## src/common/fetch_pkg.sv

```systemverilog
package fetch_pkg;

    // Address and table geometry
    localparam int ADDR_W     = 32;
    localparam int INDEX_BITS = 4;
    localparam int TABLE_SIZE = 2 ** INDEX_BITS;

    // Tag is the whole word address, bits [31:2]
    localparam int TAG_W = ADDR_W - 2;

    // Entries buffered between fetch and decode
    localparam int QUEUE_DEPTH = 4;

    typedef logic [ADDR_W-1:0] addr_t;

    // First fetch address out of reset
    localparam addr_t RESET_PC = 32'h0000_1000;

    // 2-bit saturating direction counter
    typedef logic [1:0] ctr_t;

    localparam ctr_t CTR_STRONG_NT = 2'd0;
    localparam ctr_t CTR_WEAK_NT   = 2'd1;
    localparam ctr_t CTR_WEAK_T    = 2'd2;
    localparam ctr_t CTR_STRONG_T  = 2'd3;

    // One fetch request as it travels toward decode
    typedef struct packed {
        addr_t pc;
        logic  pred_taken;
        addr_t pred_next;
    } fetch_entry_t;

endpackage

```

## src/bpred/bpred_table.sv

```systemverilog
`timescale 1ns/1ns

module bpred_table (
    input  logic             clk,
    input  logic             reset,
    // Lookup on the current fetch PC
    input  fetch_pkg::addr_t lookup_pc,
    output logic             pred_hit,
    output logic             pred_taken,
    output fetch_pkg::addr_t pred_target,
    // Training from the resolution unit
    input  logic             train_valid,
    input  logic             train_taken,
    input  fetch_pkg::addr_t train_pc,
    input  fetch_pkg::addr_t train_target
);

    // Per-slot storage
    logic [fetch_pkg::TAG_W-1:0] tag_mem    [fetch_pkg::TABLE_SIZE];
    fetch_pkg::addr_t            target_mem [fetch_pkg::TABLE_SIZE];
    fetch_pkg::ctr_t             ctr_mem    [fetch_pkg::TABLE_SIZE];
    logic                        valid_mem  [fetch_pkg::TABLE_SIZE];

    logic [fetch_pkg::INDEX_BITS-1:0] lookup_idx;
    logic [fetch_pkg::TAG_W-1:0]      lookup_tag;
    logic [fetch_pkg::INDEX_BITS-1:0] train_idx;
    logic [fetch_pkg::TAG_W-1:0]      train_tag;
    logic                             train_same;

    // Saturating step of a direction counter
    function automatic fetch_pkg::ctr_t ctr_step(
        input fetch_pkg::ctr_t ctr,
        input logic            taken
    );
        if (taken) begin
            if (ctr == fetch_pkg::CTR_STRONG_T) begin
                return ctr;
            end
            return fetch_pkg::ctr_t'(ctr + 2'd1);
        end
        if (ctr == fetch_pkg::CTR_STRONG_NT) begin
            return ctr;
        end
        return fetch_pkg::ctr_t'(ctr - 2'd1);
    endfunction

    // Word address modulo table size picks the slot
    assign lookup_idx = lookup_pc[fetch_pkg::INDEX_BITS+1:2];
    assign lookup_tag = lookup_pc[fetch_pkg::ADDR_W-1:2];
    assign train_idx  = train_pc[fetch_pkg::INDEX_BITS+1:2];
    assign train_tag  = train_pc[fetch_pkg::ADDR_W-1:2];

    // Same branch already owns the slot
    assign train_same = valid_mem[train_idx] && (tag_mem[train_idx] == train_tag);

    // Combinational lookup
    always_comb begin
        pred_hit    = valid_mem[lookup_idx] && (tag_mem[lookup_idx] == lookup_tag);
        pred_taken  = pred_hit && (ctr_mem[lookup_idx] >= fetch_pkg::CTR_WEAK_T);
        pred_target = target_mem[lookup_idx];
    end

    // Valid bits and counters
    always_ff @(posedge clk) begin
        if (reset) begin
            for (int i = 0; i < fetch_pkg::TABLE_SIZE; i++) begin
                valid_mem[i] <= 1'b0;
                ctr_mem[i]   <= fetch_pkg::CTR_WEAK_NT;
            end
        end else if (train_valid) begin
            valid_mem[train_idx] <= 1'b1;
            if (train_same) begin
                ctr_mem[train_idx] <= ctr_step(ctr_mem[train_idx], train_taken);
            end else begin
                // New owner starts from the weak state of its first outcome
                ctr_mem[train_idx] <= train_taken ? fetch_pkg::CTR_WEAK_T
                                                  : fetch_pkg::CTR_WEAK_NT;
            end
        end
    end

    // Tags and targets, rewritten on every training
    always_ff @(posedge clk) begin
        if (train_valid) begin
            tag_mem[train_idx]    <= train_tag;
            target_mem[train_idx] <= train_target;
        end
    end

endmodule

```

## src/verilog/branch_resolve.sv

```systemverilog
`timescale 1ns/1ns

module branch_resolve (
    input  logic             clk,
    input  logic             reset,
    // Resolved branch from execute
    input  logic             resolve_valid,
    input  logic             resolve_taken,
    input  fetch_pkg::addr_t resolve_pc,
    input  fetch_pkg::addr_t resolve_target,
    input  fetch_pkg::addr_t resolve_pred_next,
    // Training toward the predictor table
    output logic             train_valid,
    output logic             train_taken,
    output fetch_pkg::addr_t train_pc,
    output fetch_pkg::addr_t train_target,
    // Redirect toward PC generator and queue
    output logic             redirect_valid,
    output fetch_pkg::addr_t redirect_pc,
    output logic [15:0]      mispredict_count
);

    fetch_pkg::addr_t actual_next;
    logic             mismatch;

    // Where the program really goes after this branch
    assign actual_next = resolve_taken ? resolve_target
                                       : resolve_pc + fetch_pkg::addr_t'(4);

    assign mismatch = resolve_valid && (actual_next != resolve_pred_next);

    // Control pulses
    always_ff @(posedge clk) begin
        if (reset) begin
            train_valid    <= 1'b0;
            redirect_valid <= 1'b0;
        end else begin
            train_valid    <= resolve_valid;
            redirect_valid <= mismatch;
        end
    end

    // Payload follows the pulses
    always_ff @(posedge clk) begin
        if (resolve_valid) begin
            train_taken  <= resolve_taken;
            train_pc     <= resolve_pc;
            train_target <= resolve_target;
            redirect_pc  <= actual_next;
        end
    end

    // Saturating mispredict counter
    always_ff @(posedge clk) begin
        if (reset) begin
            mispredict_count <= 16'd0;
        end else if (mismatch && (mispredict_count != 16'hffff)) begin
            mispredict_count <= mispredict_count + 16'd1;
        end
    end

endmodule

```

## src/verilog/fetch_queue.sv

```systemverilog
`timescale 1ns/1ns

module fetch_queue #(
    parameter type T = logic [31:0]
) (
    input  logic clk,
    input  logic reset,
    input  logic flush,
    // Write side
    input  logic push_valid,
    input  T     push_data,
    output logic push_ready,
    // Read side
    output logic pop_valid,
    output T     pop_data,
    input  logic pop_ready
);

    typedef logic [$clog2(fetch_pkg::QUEUE_DEPTH)-1:0]   ptr_t;
    typedef logic [$clog2(fetch_pkg::QUEUE_DEPTH+1)-1:0] cnt_t;

    T     mem [fetch_pkg::QUEUE_DEPTH];
    ptr_t rd_ptr;
    ptr_t wr_ptr;
    cnt_t count;
    logic push_fire;
    logic pop_fire;

    assign push_ready = (count != cnt_t'(fetch_pkg::QUEUE_DEPTH));
    assign pop_valid  = (count != '0);
    assign pop_data   = mem[rd_ptr];

    assign push_fire = push_valid && push_ready && !flush;
    assign pop_fire  = pop_valid && pop_ready && !flush;

    // Pointer wrap at depth
    function automatic ptr_t ptr_inc(input ptr_t p);
        if (p == ptr_t'(fetch_pkg::QUEUE_DEPTH - 1)) begin
            return '0;
        end
        return p + ptr_t'(1);
    endfunction

    always_ff @(posedge clk) begin
        if (reset || flush) begin
            rd_ptr <= '0;
            wr_ptr <= '0;
            count  <= '0;
        end else begin
            if (push_fire) begin
                wr_ptr <= ptr_inc(wr_ptr);
            end
            if (pop_fire) begin
                rd_ptr <= ptr_inc(rd_ptr);
            end
            count <= count + cnt_t'(push_fire) - cnt_t'(pop_fire);
        end
    end

    // Payload storage
    always_ff @(posedge clk) begin
        if (push_fire) begin
            mem[wr_ptr] <= push_data;
        end
    end

    // Occupancy never runs past the depth
    a_no_overflow: assert property (
        @(posedge clk) disable iff (reset)
        count <= cnt_t'(fetch_pkg::QUEUE_DEPTH)
    );

    // Head entry held while the consumer stalls
    a_stable_on_stall: assert property (
        @(posedge clk) disable iff (reset)
        (pop_valid && !pop_ready && !flush) |=> (pop_valid && $stable(pop_data))
    );

endmodule

```

## src/verilog/fetch_top.sv

```systemverilog
`timescale 1ns/1ns

module fetch_top (
    input  logic             clk,
    input  logic             reset,
    // Fetch stream toward decode
    output logic             fetch_valid,
    input  logic             fetch_ready,
    output fetch_pkg::addr_t fetch_pc,
    output logic             fetch_pred_taken,
    output fetch_pkg::addr_t fetch_pred_next,
    // Resolved branches from execute
    input  logic             resolve_valid,
    input  logic             resolve_taken,
    input  fetch_pkg::addr_t resolve_pc,
    input  fetch_pkg::addr_t resolve_target,
    input  fetch_pkg::addr_t resolve_pred_next,
    output logic [15:0]      mispredict_count
);

    fetch_pkg::addr_t        lookup_pc;
    logic                    pred_taken;
    fetch_pkg::addr_t        pred_target;
    logic                    push_valid;
    logic                    push_ready;
    fetch_pkg::fetch_entry_t push_entry;
    fetch_pkg::fetch_entry_t pop_entry;
    logic                    train_valid;
    logic                    train_taken;
    fetch_pkg::addr_t        train_pc;
    fetch_pkg::addr_t        train_target;
    logic                    redirect_valid;
    fetch_pkg::addr_t        redirect_pc;

    // Hit alone is not needed, taken already includes it
    bpred_table u_bpred_table (
        .clk          (clk),
        .reset        (reset),
        .lookup_pc    (lookup_pc),
        .pred_hit     (),
        .pred_taken   (pred_taken),
        .pred_target  (pred_target),
        .train_valid  (train_valid),
        .train_taken  (train_taken),
        .train_pc     (train_pc),
        .train_target (train_target)
    );

    pc_gen u_pc_gen (
        .clk            (clk),
        .reset          (reset),
        .redirect_valid (redirect_valid),
        .redirect_pc    (redirect_pc),
        .lookup_pc      (lookup_pc),
        .pred_taken     (pred_taken),
        .pred_target    (pred_target),
        .push_valid     (push_valid),
        .push_entry     (push_entry),
        .push_ready     (push_ready)
    );

    // Redirect also flushes wrong-path entries
    fetch_queue #(
        .T (fetch_pkg::fetch_entry_t)
    ) u_fetch_queue (
        .clk        (clk),
        .reset      (reset),
        .flush      (redirect_valid),
        .push_valid (push_valid),
        .push_data  (push_entry),
        .push_ready (push_ready),
        .pop_valid  (fetch_valid),
        .pop_data   (pop_entry),
        .pop_ready  (fetch_ready)
    );

    branch_resolve u_branch_resolve (
        .clk               (clk),
        .reset             (reset),
        .resolve_valid     (resolve_valid),
        .resolve_taken     (resolve_taken),
        .resolve_pc        (resolve_pc),
        .resolve_target    (resolve_target),
        .resolve_pred_next (resolve_pred_next),
        .train_valid       (train_valid),
        .train_taken       (train_taken),
        .train_pc          (train_pc),
        .train_target      (train_target),
        .redirect_valid    (redirect_valid),
        .redirect_pc       (redirect_pc),
        .mispredict_count  (mispredict_count)
    );

    assign fetch_pc         = pop_entry.pc;
    assign fetch_pred_taken = pop_entry.pred_taken;
    assign fetch_pred_next  = pop_entry.pred_next;

endmodule

```

## src/verilog/pc_gen.sv

```systemverilog
`timescale 1ns/1ns

module pc_gen (
    input  logic                    clk,
    input  logic                    reset,
    // Redirect from branch resolution
    input  logic                    redirect_valid,
    input  fetch_pkg::addr_t        redirect_pc,
    // Predictor lookup
    output fetch_pkg::addr_t        lookup_pc,
    input  logic                    pred_taken,
    input  fetch_pkg::addr_t        pred_target,
    // Push into the fetch queue
    output logic                    push_valid,
    output fetch_pkg::fetch_entry_t push_entry,
    input  logic                    push_ready
);

    fetch_pkg::addr_t pc;
    fetch_pkg::addr_t pred_next;
    logic             push_fire;

    assign lookup_pc = pc;

    // Follow the predictor, otherwise fall through
    assign pred_next = pred_taken ? pred_target : pc + fetch_pkg::addr_t'(4);

    // Redirect cycle carries a stale PC, so hold the push back
    assign push_valid = !redirect_valid;
    assign push_fire  = push_valid && push_ready;

    always_comb begin
        push_entry.pc         = pc;
        push_entry.pred_taken = pred_taken;
        push_entry.pred_next  = pred_next;
    end

    // Fetch PC register, redirect wins
    always_ff @(posedge clk) begin
        if (reset) begin
            pc <= fetch_pkg::RESET_PC;
        end else if (redirect_valid) begin
            pc <= redirect_pc;
        end else if (push_fire) begin
            pc <= pred_next;
        end
    end

    // No entry enters the queue alongside a redirect
    a_no_push_on_redirect: assert property (
        @(posedge clk) disable iff (reset)
        redirect_valid |-> !push_valid
    );

endmodule

```

## config.mk

```make
export PLATFORM = sky130hd
export DESIGN_NAME = fetch_top
export DESIGN_NICKNAME = d
export VERILOG_FILES = /design/src/common/fetch_pkg.sv /design/src/bpred/bpred_table.sv /design/src/verilog/branch_resolve.sv /design/src/verilog/fetch_queue.sv /design/src/verilog/fetch_top.sv /design/src/verilog/pc_gen.sv
export SDC_FILE = /design/constraint.sdc
export NUM_CORES = 1
export LEC_CHECK = 0
export BUFFER_PORTS_ARGS = -buffer_cell sky130_fd_sc_hd__buf_2
export CAP_MARGIN = 20
export CELL_PAD_IN_SITES_DETAIL_PLACEMENT = 2
export CELL_PAD_IN_SITES_GLOBAL_PLACEMENT = 2
export CORE_MARGIN = 2
export CORE_UTILIZATION = 33
export CTS_CLUSTER_DIAMETER = 30
export CTS_CLUSTER_SIZE = 24
export DETAILED_ROUTE_END_ITERATION = 7
export PLACE_DENSITY = 0.56
export SLEW_MARGIN = 10
export SYNTH_ARGS = -nofsm -noshare
export SYNTH_HDL_FRONTEND = slang
export SYNTH_SLANG_ARGS = --single-unit
```

## constraint.sdc

```tcl
create_clock -name clk -period 6 [get_ports clk]
set_clock_uncertainty 0.1 [all_clocks]
set_input_delay 1.2 -clock clk [delete_from_list [all_inputs] [get_ports clk]]
set_output_delay 1.2 -clock clk [all_outputs]
set_load 0.01 [all_outputs]
```

==> impl_summary.txt, run 1 <==
----------------------------------------------------
[Synth]
  Synth async-reset ratio ... 0%
  Total of flip-flops plus latches after synthesis ... 1,462
  Cell count after synthesis ... 3,470
  Share of the yosys chip area belonging to registers ... 68.5%
  Top cells by area, synth ... edfxtp_1 66%, mux4_2 16%, dfxtp_1 2.6%
  Synth cell types ... 85
  Number of enable-type register cells in the synthesized netlist ... 1,379
  Yosys warning total ... 0
  Cell type contributing the most total cell area after synthesis ... edfxtp_1
  Mean instance size in the synthesized netlist ... 18.1 µm²
  Fraction of synthesized cell area taken by the top area cell type ... 65.8%
  Post-synthesis instance area ... 0.0629 mm²
  Post-synthesis net count ... 3,582
  Ys flop type ... edfxtp_1

[Timing]
  Unrepaired setup endpoints after global routing ... false
  Fmax achieved ... 200 MHz
  Total negative setup slack ... 0 ns
  Final setup violating endpoints ... 0
  Worst slew margin ... 27.3%
  Time the worst path needs with I/O delays and setup ... 5.00 ns
  Final count of hold timing violations ... 0
  Hold_ws ... 0.387 ns
  Slew at the pin closest to its max-slew limit ... 1.09 ns
  Max Transition Viols Final ... 0
  Period utilisation layout ... 83.3%

[Place]
  Placed cell count ... 6,066
  Post-detail-place hpwl ... 143,000 µm
  Quantity of I/O buffers inserted on ports ... 182
  GPL Wtd Cong ... 0.795

[Final layout]
  Most frequent standard cell in the layout excluding fill and tap cells ... edfxtp_1
  Count of filler cells inserted in the layout ... 17.8k
  Layout-stage area growth over the synthesis result ... 27.8%
  Core utilization of the finished layout ... 42.4%
  Final std cells w/o fill ... 6,769
  Ratio of cells with drive above 1 in the final layout ... 33.8%
  Most used cells in the layout excluding fill and tap cells ... 1,379 x edfxtp_1, 444 x mux4_2, 392 x clkbuf_16
  # nets final ... 4,056

[Critical path]
  End of the worst register-to-register path ... u_bpred_table.ctr_mem[8][1]
  Ordered cell list for the critical path ... buf_12, mux4_2, mux4_2, xnor2_1, nand4_1, or4_1, nor4_2, a31oi_1, o21a_1, a21oi_2, buf_4, nor4_1
  Number of cells on the worst reg-to-reg path ... 12
  CP max-delay cell ... dfxtp_4
  Critical Path End ... u_bpred_table.ctr_mem[8][1]
  Element type at the critical path start ... flip-flop
  Crit Path Max Fanout ... 20
  Delay contributed by the slowest stage of the critical path ... 0.64 ns
  Data arrival at the endpoint of the critical path ... 5.49 ns
  Kind of end point of the critical path ... flip-flop
  Largest delay share family, worst path ... simple AND/OR/NAND/NOR gates
  Required time reported for the critical path endpoint ... 6.49 ns
  Flop-to-flop setup slack ... 1.00 ns
  Crit. path cell count ... 12
  Buffering stage count on the worst path with inverters included ... 2
  Crit-path most repeated cell ... mux4_2
  Crit Path Category ... flip-flop to flip-flop

[Clock network]
  Clock tree sinks ... 1,462
  Maximum root-to-sink buffer count ... 4
  Number of H-tree levels ... 5
  Clock insertion delay at the later pin of the skew report ... 0.97 ns
  CTS tree ... done
  Hold-fix buffers, CTS ... 0
  Total CTS buffers ... 387
  PostCTS Resize Cnt ... 0
  Post-CTS repair timing setup buffer count ... 0
  Root buffer cell ... clkbuf_16
  Clock slew seen by the registers of the worst setup and hold paths ... 0.05 ns

[Floorplan]
  Placeable core region ... 0.190 mm²
  Height of the chip ... 441 µm
  Die boundary width ... 441 µm
  Die Outline Area ... 0.194 mm²
  # rows ... 160
  Io pins ... 183
  Initial core utilization ... 33.1%

[Outcome]
  Run status ... finished clean

[Drt]
  Pre-Repair DR Iteration Count ... 5
  First-iteration detailed-routing DRC count ... 3,437
  DRC Markers ... 0
  Via count ... 37.6k
  Wire length reported by the detailed router ... 234,000 µm
  Count of antenna-violating nets left after detailed routing ... 0
  Routed wirelength normalized by instance count ... 34.6 µm
  Vias per inst ... 5.55

[Hold path]
  Cell depth of the worst min-delay path ... 2
  Class of the most critical hold timing path ... flip-flop to flip-flop

[Global routing]
  First-pass GRT wire length ... 329,000 µm
  Number of antenna violations at the first check in global routing ... 36
  Overflow left after global routing ... 0
  Global-route total usage across every layer ... 24.2%
  Via count of the first global-routing pass ... 41.2k
  Maximum number of pins on one net before global-route repair ... 90

[Pwr]
  Peak supply drop ... 0.000252 V
  PD cells ... 464 mW/mm²
  Leakage ... 27.0 nW

[Job]
  Max-cap violation count ... 0

----------------------------------------------------
## Yosys cell counts, types with 34 or more instances
library cell and number:
nor2_1 147, buf_2 52, a21oi_1 72, dfxtp_1 83, nand3_1 53, inv_1 55
buf_1 37, nand4_1 34, a221oi_1 42, edfxtp_1 1379, xnor2_1 88, clkbuf_1 121
nor3_1 43, o21ai_0 52, mux2i_1 145, xor2_1 36, nand2_1 186, mux4_2 444
## report_power, final
part,leakage [nW],total [W],switching (W),internal [W]
Combinational,7.46,0.00425,0.00252,0.00173
Clock,6.26,0.0206,0.00627,0.0143
Sequential,13.3,0.0124,0.000568,0.0119
## state kept, by name, indices dropped and copies added, names as in the netlist, named ones only
name and flops:
u_bpred_table.target_mem 512, u_bpred_table.tag_mem 480, u_fetch_queue.mem 260, u_bpred_table.ctr_mem 32
u_branch_resolve.redirect_pc 32, u_branch_resolve.train_target 32, u_pc_gen.lookup_pc 32, u_branch_resolve.train_pc 30
u_bpred_table.valid_mem 16, u_branch_resolve.mispredict_count 16, u_fetch_queue.count 3, u_fetch_queue.rd_ptr 2
u_fetch_queue.wr_ptr 2, u_branch_resolve.redirect_valid 1, u_branch_resolve.train_taken 1, u_branch_resolve.train_valid 1
## cells by family (layout without fill, tap and decap cells)
| kind of cell | after synthesis | in the layout | synth area share, % |
|---|---|---|---|
| simple gates | 646 | 646 | 5.11 |
| other cells | 0 | 8 | 0 |
| buf+inv | 282 | 1062 | 1.89 |
| xor+xnor | 127 | 127 | 1.83 |
| mux | 634 | 634 | 19.0 |
| fa+ha+maj | 11 | 11 | 0.231 |
| compound gates | 308 | 308 | 3.45 |
| flops | 1462 | 1462 | 68.5 |
## final cells by class
cell class | instances | area (µm²) | share of cell area (%)
repair buffers | 310 | 2180 | 2.71
flip-flops and latches | 1462 | 43100 | 53.6
clock buffers | 455 | 10200 | 12.7
well taps | 2511 | 3140 | 3.91
inverters | 57 | 216 | 0.269
clock inverters | 240 | 2750 | 3.42
diodes | 8 | 20.0 | 0.0249
multi-input cells | 1726 | 18800 | 23.4
## tightest hold or removal path: stages (launching register included)
cell	delay (ns)
dfxtp_1	0.31
nand2_1	0.06
a21oi_1	0.07
## layer usage
metal	routed length, µm	part of all wire (%)	track usage [%]	up-vias
li1	-	-	-	15400
met1	98000	42	31.5	20500
met2	116000	50	40.5	1273
met3	12100	5.2	4.38	400
met4	7740	3.3	8.74	10
met5	62	0.026	0	-
## per-stage QoR
step	worst slack [ns]	power (W)	area, µm²
after floorplan	1.24	0.0149	62900
after global placement	0.618	0.0168	67400
after detailed placement	0.543	0.0169	67500
after CTS	0.995	0.0377	80400
after global routing	0.812	0.0384	80400
final	1.00	0.0373	80400
## how the worst min path moves through the flow
stage | startpoint | end | slack (ns)
2_1_floorplan | u_branch_resolve.redirect_pc[12] | u_pc_gen.lookup_pc[12] | 0.34
3_3_place_gp | u_fetch_queue.rd_ptr[1] | flip-flop | 0.37
3_5_place_dp | u_fetch_queue.rd_ptr[1] | flip-flop | 0.38
4_1_cts | resolve_target[16] | u_branch_resolve.train_target[16] | 0.34
5_1_grt | resolve_target[16] | u_branch_resolve.train_target[16] | 0.37
6_report | u_fetch_queue.rd_ptr[1] | flip-flop | 0.39
(Power assumes the default switching activity.)
==> run 2, diff against run 1 <==
clock period = 4.5 ns   (was 6 ns; I/O delays follow)
==> impl_summary.txt, run 2 (synthesis gave the netlist of run 1 again) <==
----------------------------------------------------
[Drt]
  First-iteration detailed-routing DRC count ... 3,605 (+4.9%)
  Vias per inst ... 5.51 (-0.62%)
  Count of antenna-violating nets left after detailed routing ... 0 (unchanged)
  Wire length reported by the detailed router ... 237,000 µm (+1.0%)
  DRC Markers ... 0 (unchanged)
  Pre-Repair DR Iteration Count ... 5 (unchanged)
  Via count ... 38.1k (+1.5%)
  Routed wirelength normalized by instance count ... 34.2 µm (-1.1%)

[Clock network]
  Maximum root-to-sink buffer count ... 4 (unchanged)
  Root buffer cell ... clkbuf_16
  Clock tree sinks ... 1,462 (unchanged)
  Clock slew seen by the registers of the worst setup and hold paths ... 0.05 ns (about the same)
  Total CTS buffers ... 374 (-3.4%)
  CTS tree ... done
  Number of H-tree levels ... 5 (unchanged)
  Clock insertion delay at the later pin of the skew report ... 0.96 ns (about the same)

[Timing]
  Final count of hold timing violations ... 0 (unchanged)
  Total negative setup slack ... 0 ns (unchanged)
  Final setup violating endpoints ... 0 (unchanged)
  Period utilisation layout ... 95.8% (+13 points)
  Fmax achieved ... 232 MHz (+16%)
  Worst slew margin ... 26.1% (-1.3 points)
  Slew at the pin closest to its max-slew limit ... 1.11 ns (+0.0156 ns)
  Hold_ws ... 0.103 ns (-0.284 ns)
  Unrepaired setup endpoints after global routing ... false
  Time the worst path needs with I/O delays and setup ... 4.31 ns (-0.687 ns)
  Max Transition Viols Final ... 0 (unchanged)

[Place]
  Placed cell count ... 6,240 (+2.9%)
  Post-detail-place hpwl ... 152,000 µm (+6.8%)
  Quantity of I/O buffers inserted on ports ... 182 (unchanged)
  GPL Wtd Cong ... 0.833 (+4.8%)

[Final layout]
  Number of flip-flops under the largest register name ... 512 (unchanged)
  Area used by multi-input combinational logic ... 0.0188 mm² (about the same)
  Core utilization of the finished layout ... 42.9% (+0.50 points)
  Largest registers ... u_bpred_table.target_mem (512), u_bpred_table.tag_mem (480), u_fetch_queue.mem (260)
  Layout-stage area growth over the synthesis result ... 29.4%
  Count of filler cells inserted in the layout ... 17.7k (-0.28%)
  Most used cells in the layout excluding fill and tap cells ... 1,379 x edfxtp_1, 444 x mux4_2, 379 x clkbuf_16
  Flip-flop and latch area ... 0.0431 mm² (unchanged)
  Ratio of cells with drive above 1 in the final layout ... 35.8% (+2.0 points)
  Final std cells w/o fill ... 6,916 (+2.2%)
  Register containing the most flip-flops in the final layout ... u_bpred_table.target_mem
  # nets final ... 4,218 (+4.0%)
  Most frequent standard cell in the layout excluding fill and tap cells ... edfxtp_1

[Pwr]
  Internal power ... 0.0363 W (+30%)
  Switching power of the nets ... 0.0123 W (+32%)
  Leakage ... 27.7 nW (+2.4%)
  Sequential share of power ... 33.7% (+0.4 points)
  Peak supply drop ... 0.000319 V (+27%)
  Switching part of the total power ... 25.3% (+0.22 points)
  Clk pwr share ... 53.6% (-1.7 points)
  Combinational share of power ... 12.7% (+1.3 points)
  PD cells ... 598 mW/mm² (+29%)

[Global routing]
  Number of antenna violations at the first check in global routing ... 26 (-28%)
  Global-route total usage across every layer ... 24.4% (+0.14 points)
  First-pass GRT wire length ... 331,000 µm (+0.80%)
  Maximum number of pins on one net before global-route repair ... 80 (-11%)
  Via count of the first global-routing pass ... 41.7k (+1.1%)
  Overflow left after global routing ... 0 (unchanged)

[Critical path]
  Element type at the critical path start ... flip-flop
  Flop-to-flop setup slack ... 0.19 ns (-0.81 ns)
  End of the worst register-to-register path ... u_bpred_table.ctr_mem[6][1]
  Data arrival at the endpoint of the critical path ... 4.83 ns (-0.66 ns)
  Required time reported for the critical path endpoint ... 5.02 ns (-1.47 ns)
  Crit Path Max Fanout ... 17 (-15%)
  Crit Path Category ... flip-flop to flip-flop
  Kind of end point of the critical path ... flip-flop
  Critical Path End ... u_bpred_table.ctr_mem[6][1]
  Number of cells on the worst reg-to-reg path ... 13 (+1)

[Floorplan]
  Die boundary width ... 441 µm (unchanged)
  Io pins ... 183 (unchanged)
  # rows ... 160 (unchanged)
  Height of the chip ... 441 µm (unchanged)
  Initial core utilization ... 33.1% (unchanged)
  Placeable core region ... 0.190 mm² (unchanged)
  Die Outline Area ... 0.194 mm² (unchanged)

[Outcome]
  Run status ... finished clean

[Hold path]
  Class of the most critical hold timing path ... primary input to flip-flop

[Job]
  Max-cap violation count ... 0 (unchanged)

----------------------------------------------------
## run 2: area by class of cell
type                    instances  share of cell area, %
diodes                          9                 0.0277
repair buffers                485                   4.74
well taps                    2511                   3.86
clock buffers                 439                   12.0
flip-flops and latches       1462                   53.0
multi-input cells            1726                   23.1
inverters                      57                  0.266
clock inverters               227                   3.02
## run 2: timing repair
item                                    CTS  global route
buffers inserted                          0             1
resized for setup                         0             4
endpoints found under the setup margin    0            56
hold buffers                              0             0
## run 2: worst min-delay path by stage
stage | start | endpoint | slack (ns) | cells after the start
2_1_floorplan | u_branch_resolve.redirect_pc[12] | u_pc_gen.lookup_pc[12] | 0.34 | 2
3_3_place_gp | u_branch_resolve.redirect_pc[12] | u_pc_gen.lookup_pc[12] | 0.36 | 2
3_5_place_dp | u_fetch_queue.rd_ptr[1] | flip-flop | 0.38 | 2
4_1_cts | resolve_target[14] | u_branch_resolve.train_target[14] | 0.06 | 1
5_1_grt | resolve_target[14] | u_branch_resolve.train_target[14] | 0.08 | 1
6_report | resolve_target[14] | u_branch_resolve.train_target[14] | 0.10 | 1
## run 2: power by group through the flow
stage / sequential (W) / clock, W / combinational [W]
2_1_floorplan: 0.0163 / 0 / 0.00359
3_3_place_gp: 0.0166 / 0 / 0.00613
3_5_place_dp: 0.0166 / 0 / 0.00619
4_1_cts: 0.0164 / 0.0265 / 0.00624
5_1_grt: 0.0165 / 0.0271 / 0.00656
6_report: 0.0164 / 0.0261 / 0.00618
## run 2: layer usage
layer / GRT usage, % / part of all wire [%]
met1: 32.7 / 43
met2: 40.1 / 49
met3: 4.04 / 5.4
met4: 8.32 / 3.0
met5: 0 / 0.0055
## run 2: worst max-delay path: stages (launching register included)
cell and delay, ns:
dfxtp_4 0.44, buf_6 0.20, buf_4 0.37, mux4_2 0.56, mux4_2 0.51, xnor2_1 0.40
o21ai_0 0.20, nor4_2 0.28, buf_4 0.18, a31oi_1 0.14, o21a_1 0.21, a21oi_2 0.16
buf_12 0.18, nor3_1 0.06
## run 2: through the flow
step / setup slack, ns / power [W] / cell area (µm²)
finish: 0.188 / 0.0487 / 81400
global route: 0.00134 / 0.0502 / 81300
CTS: 0.0908 / 0.0491 / 81300
detailed placement: -0.157 / 0.0228 / 69100
global placement: -0.180 / 0.0227 / 69100
floorplan: -0.258 / 0.0199 / 62900
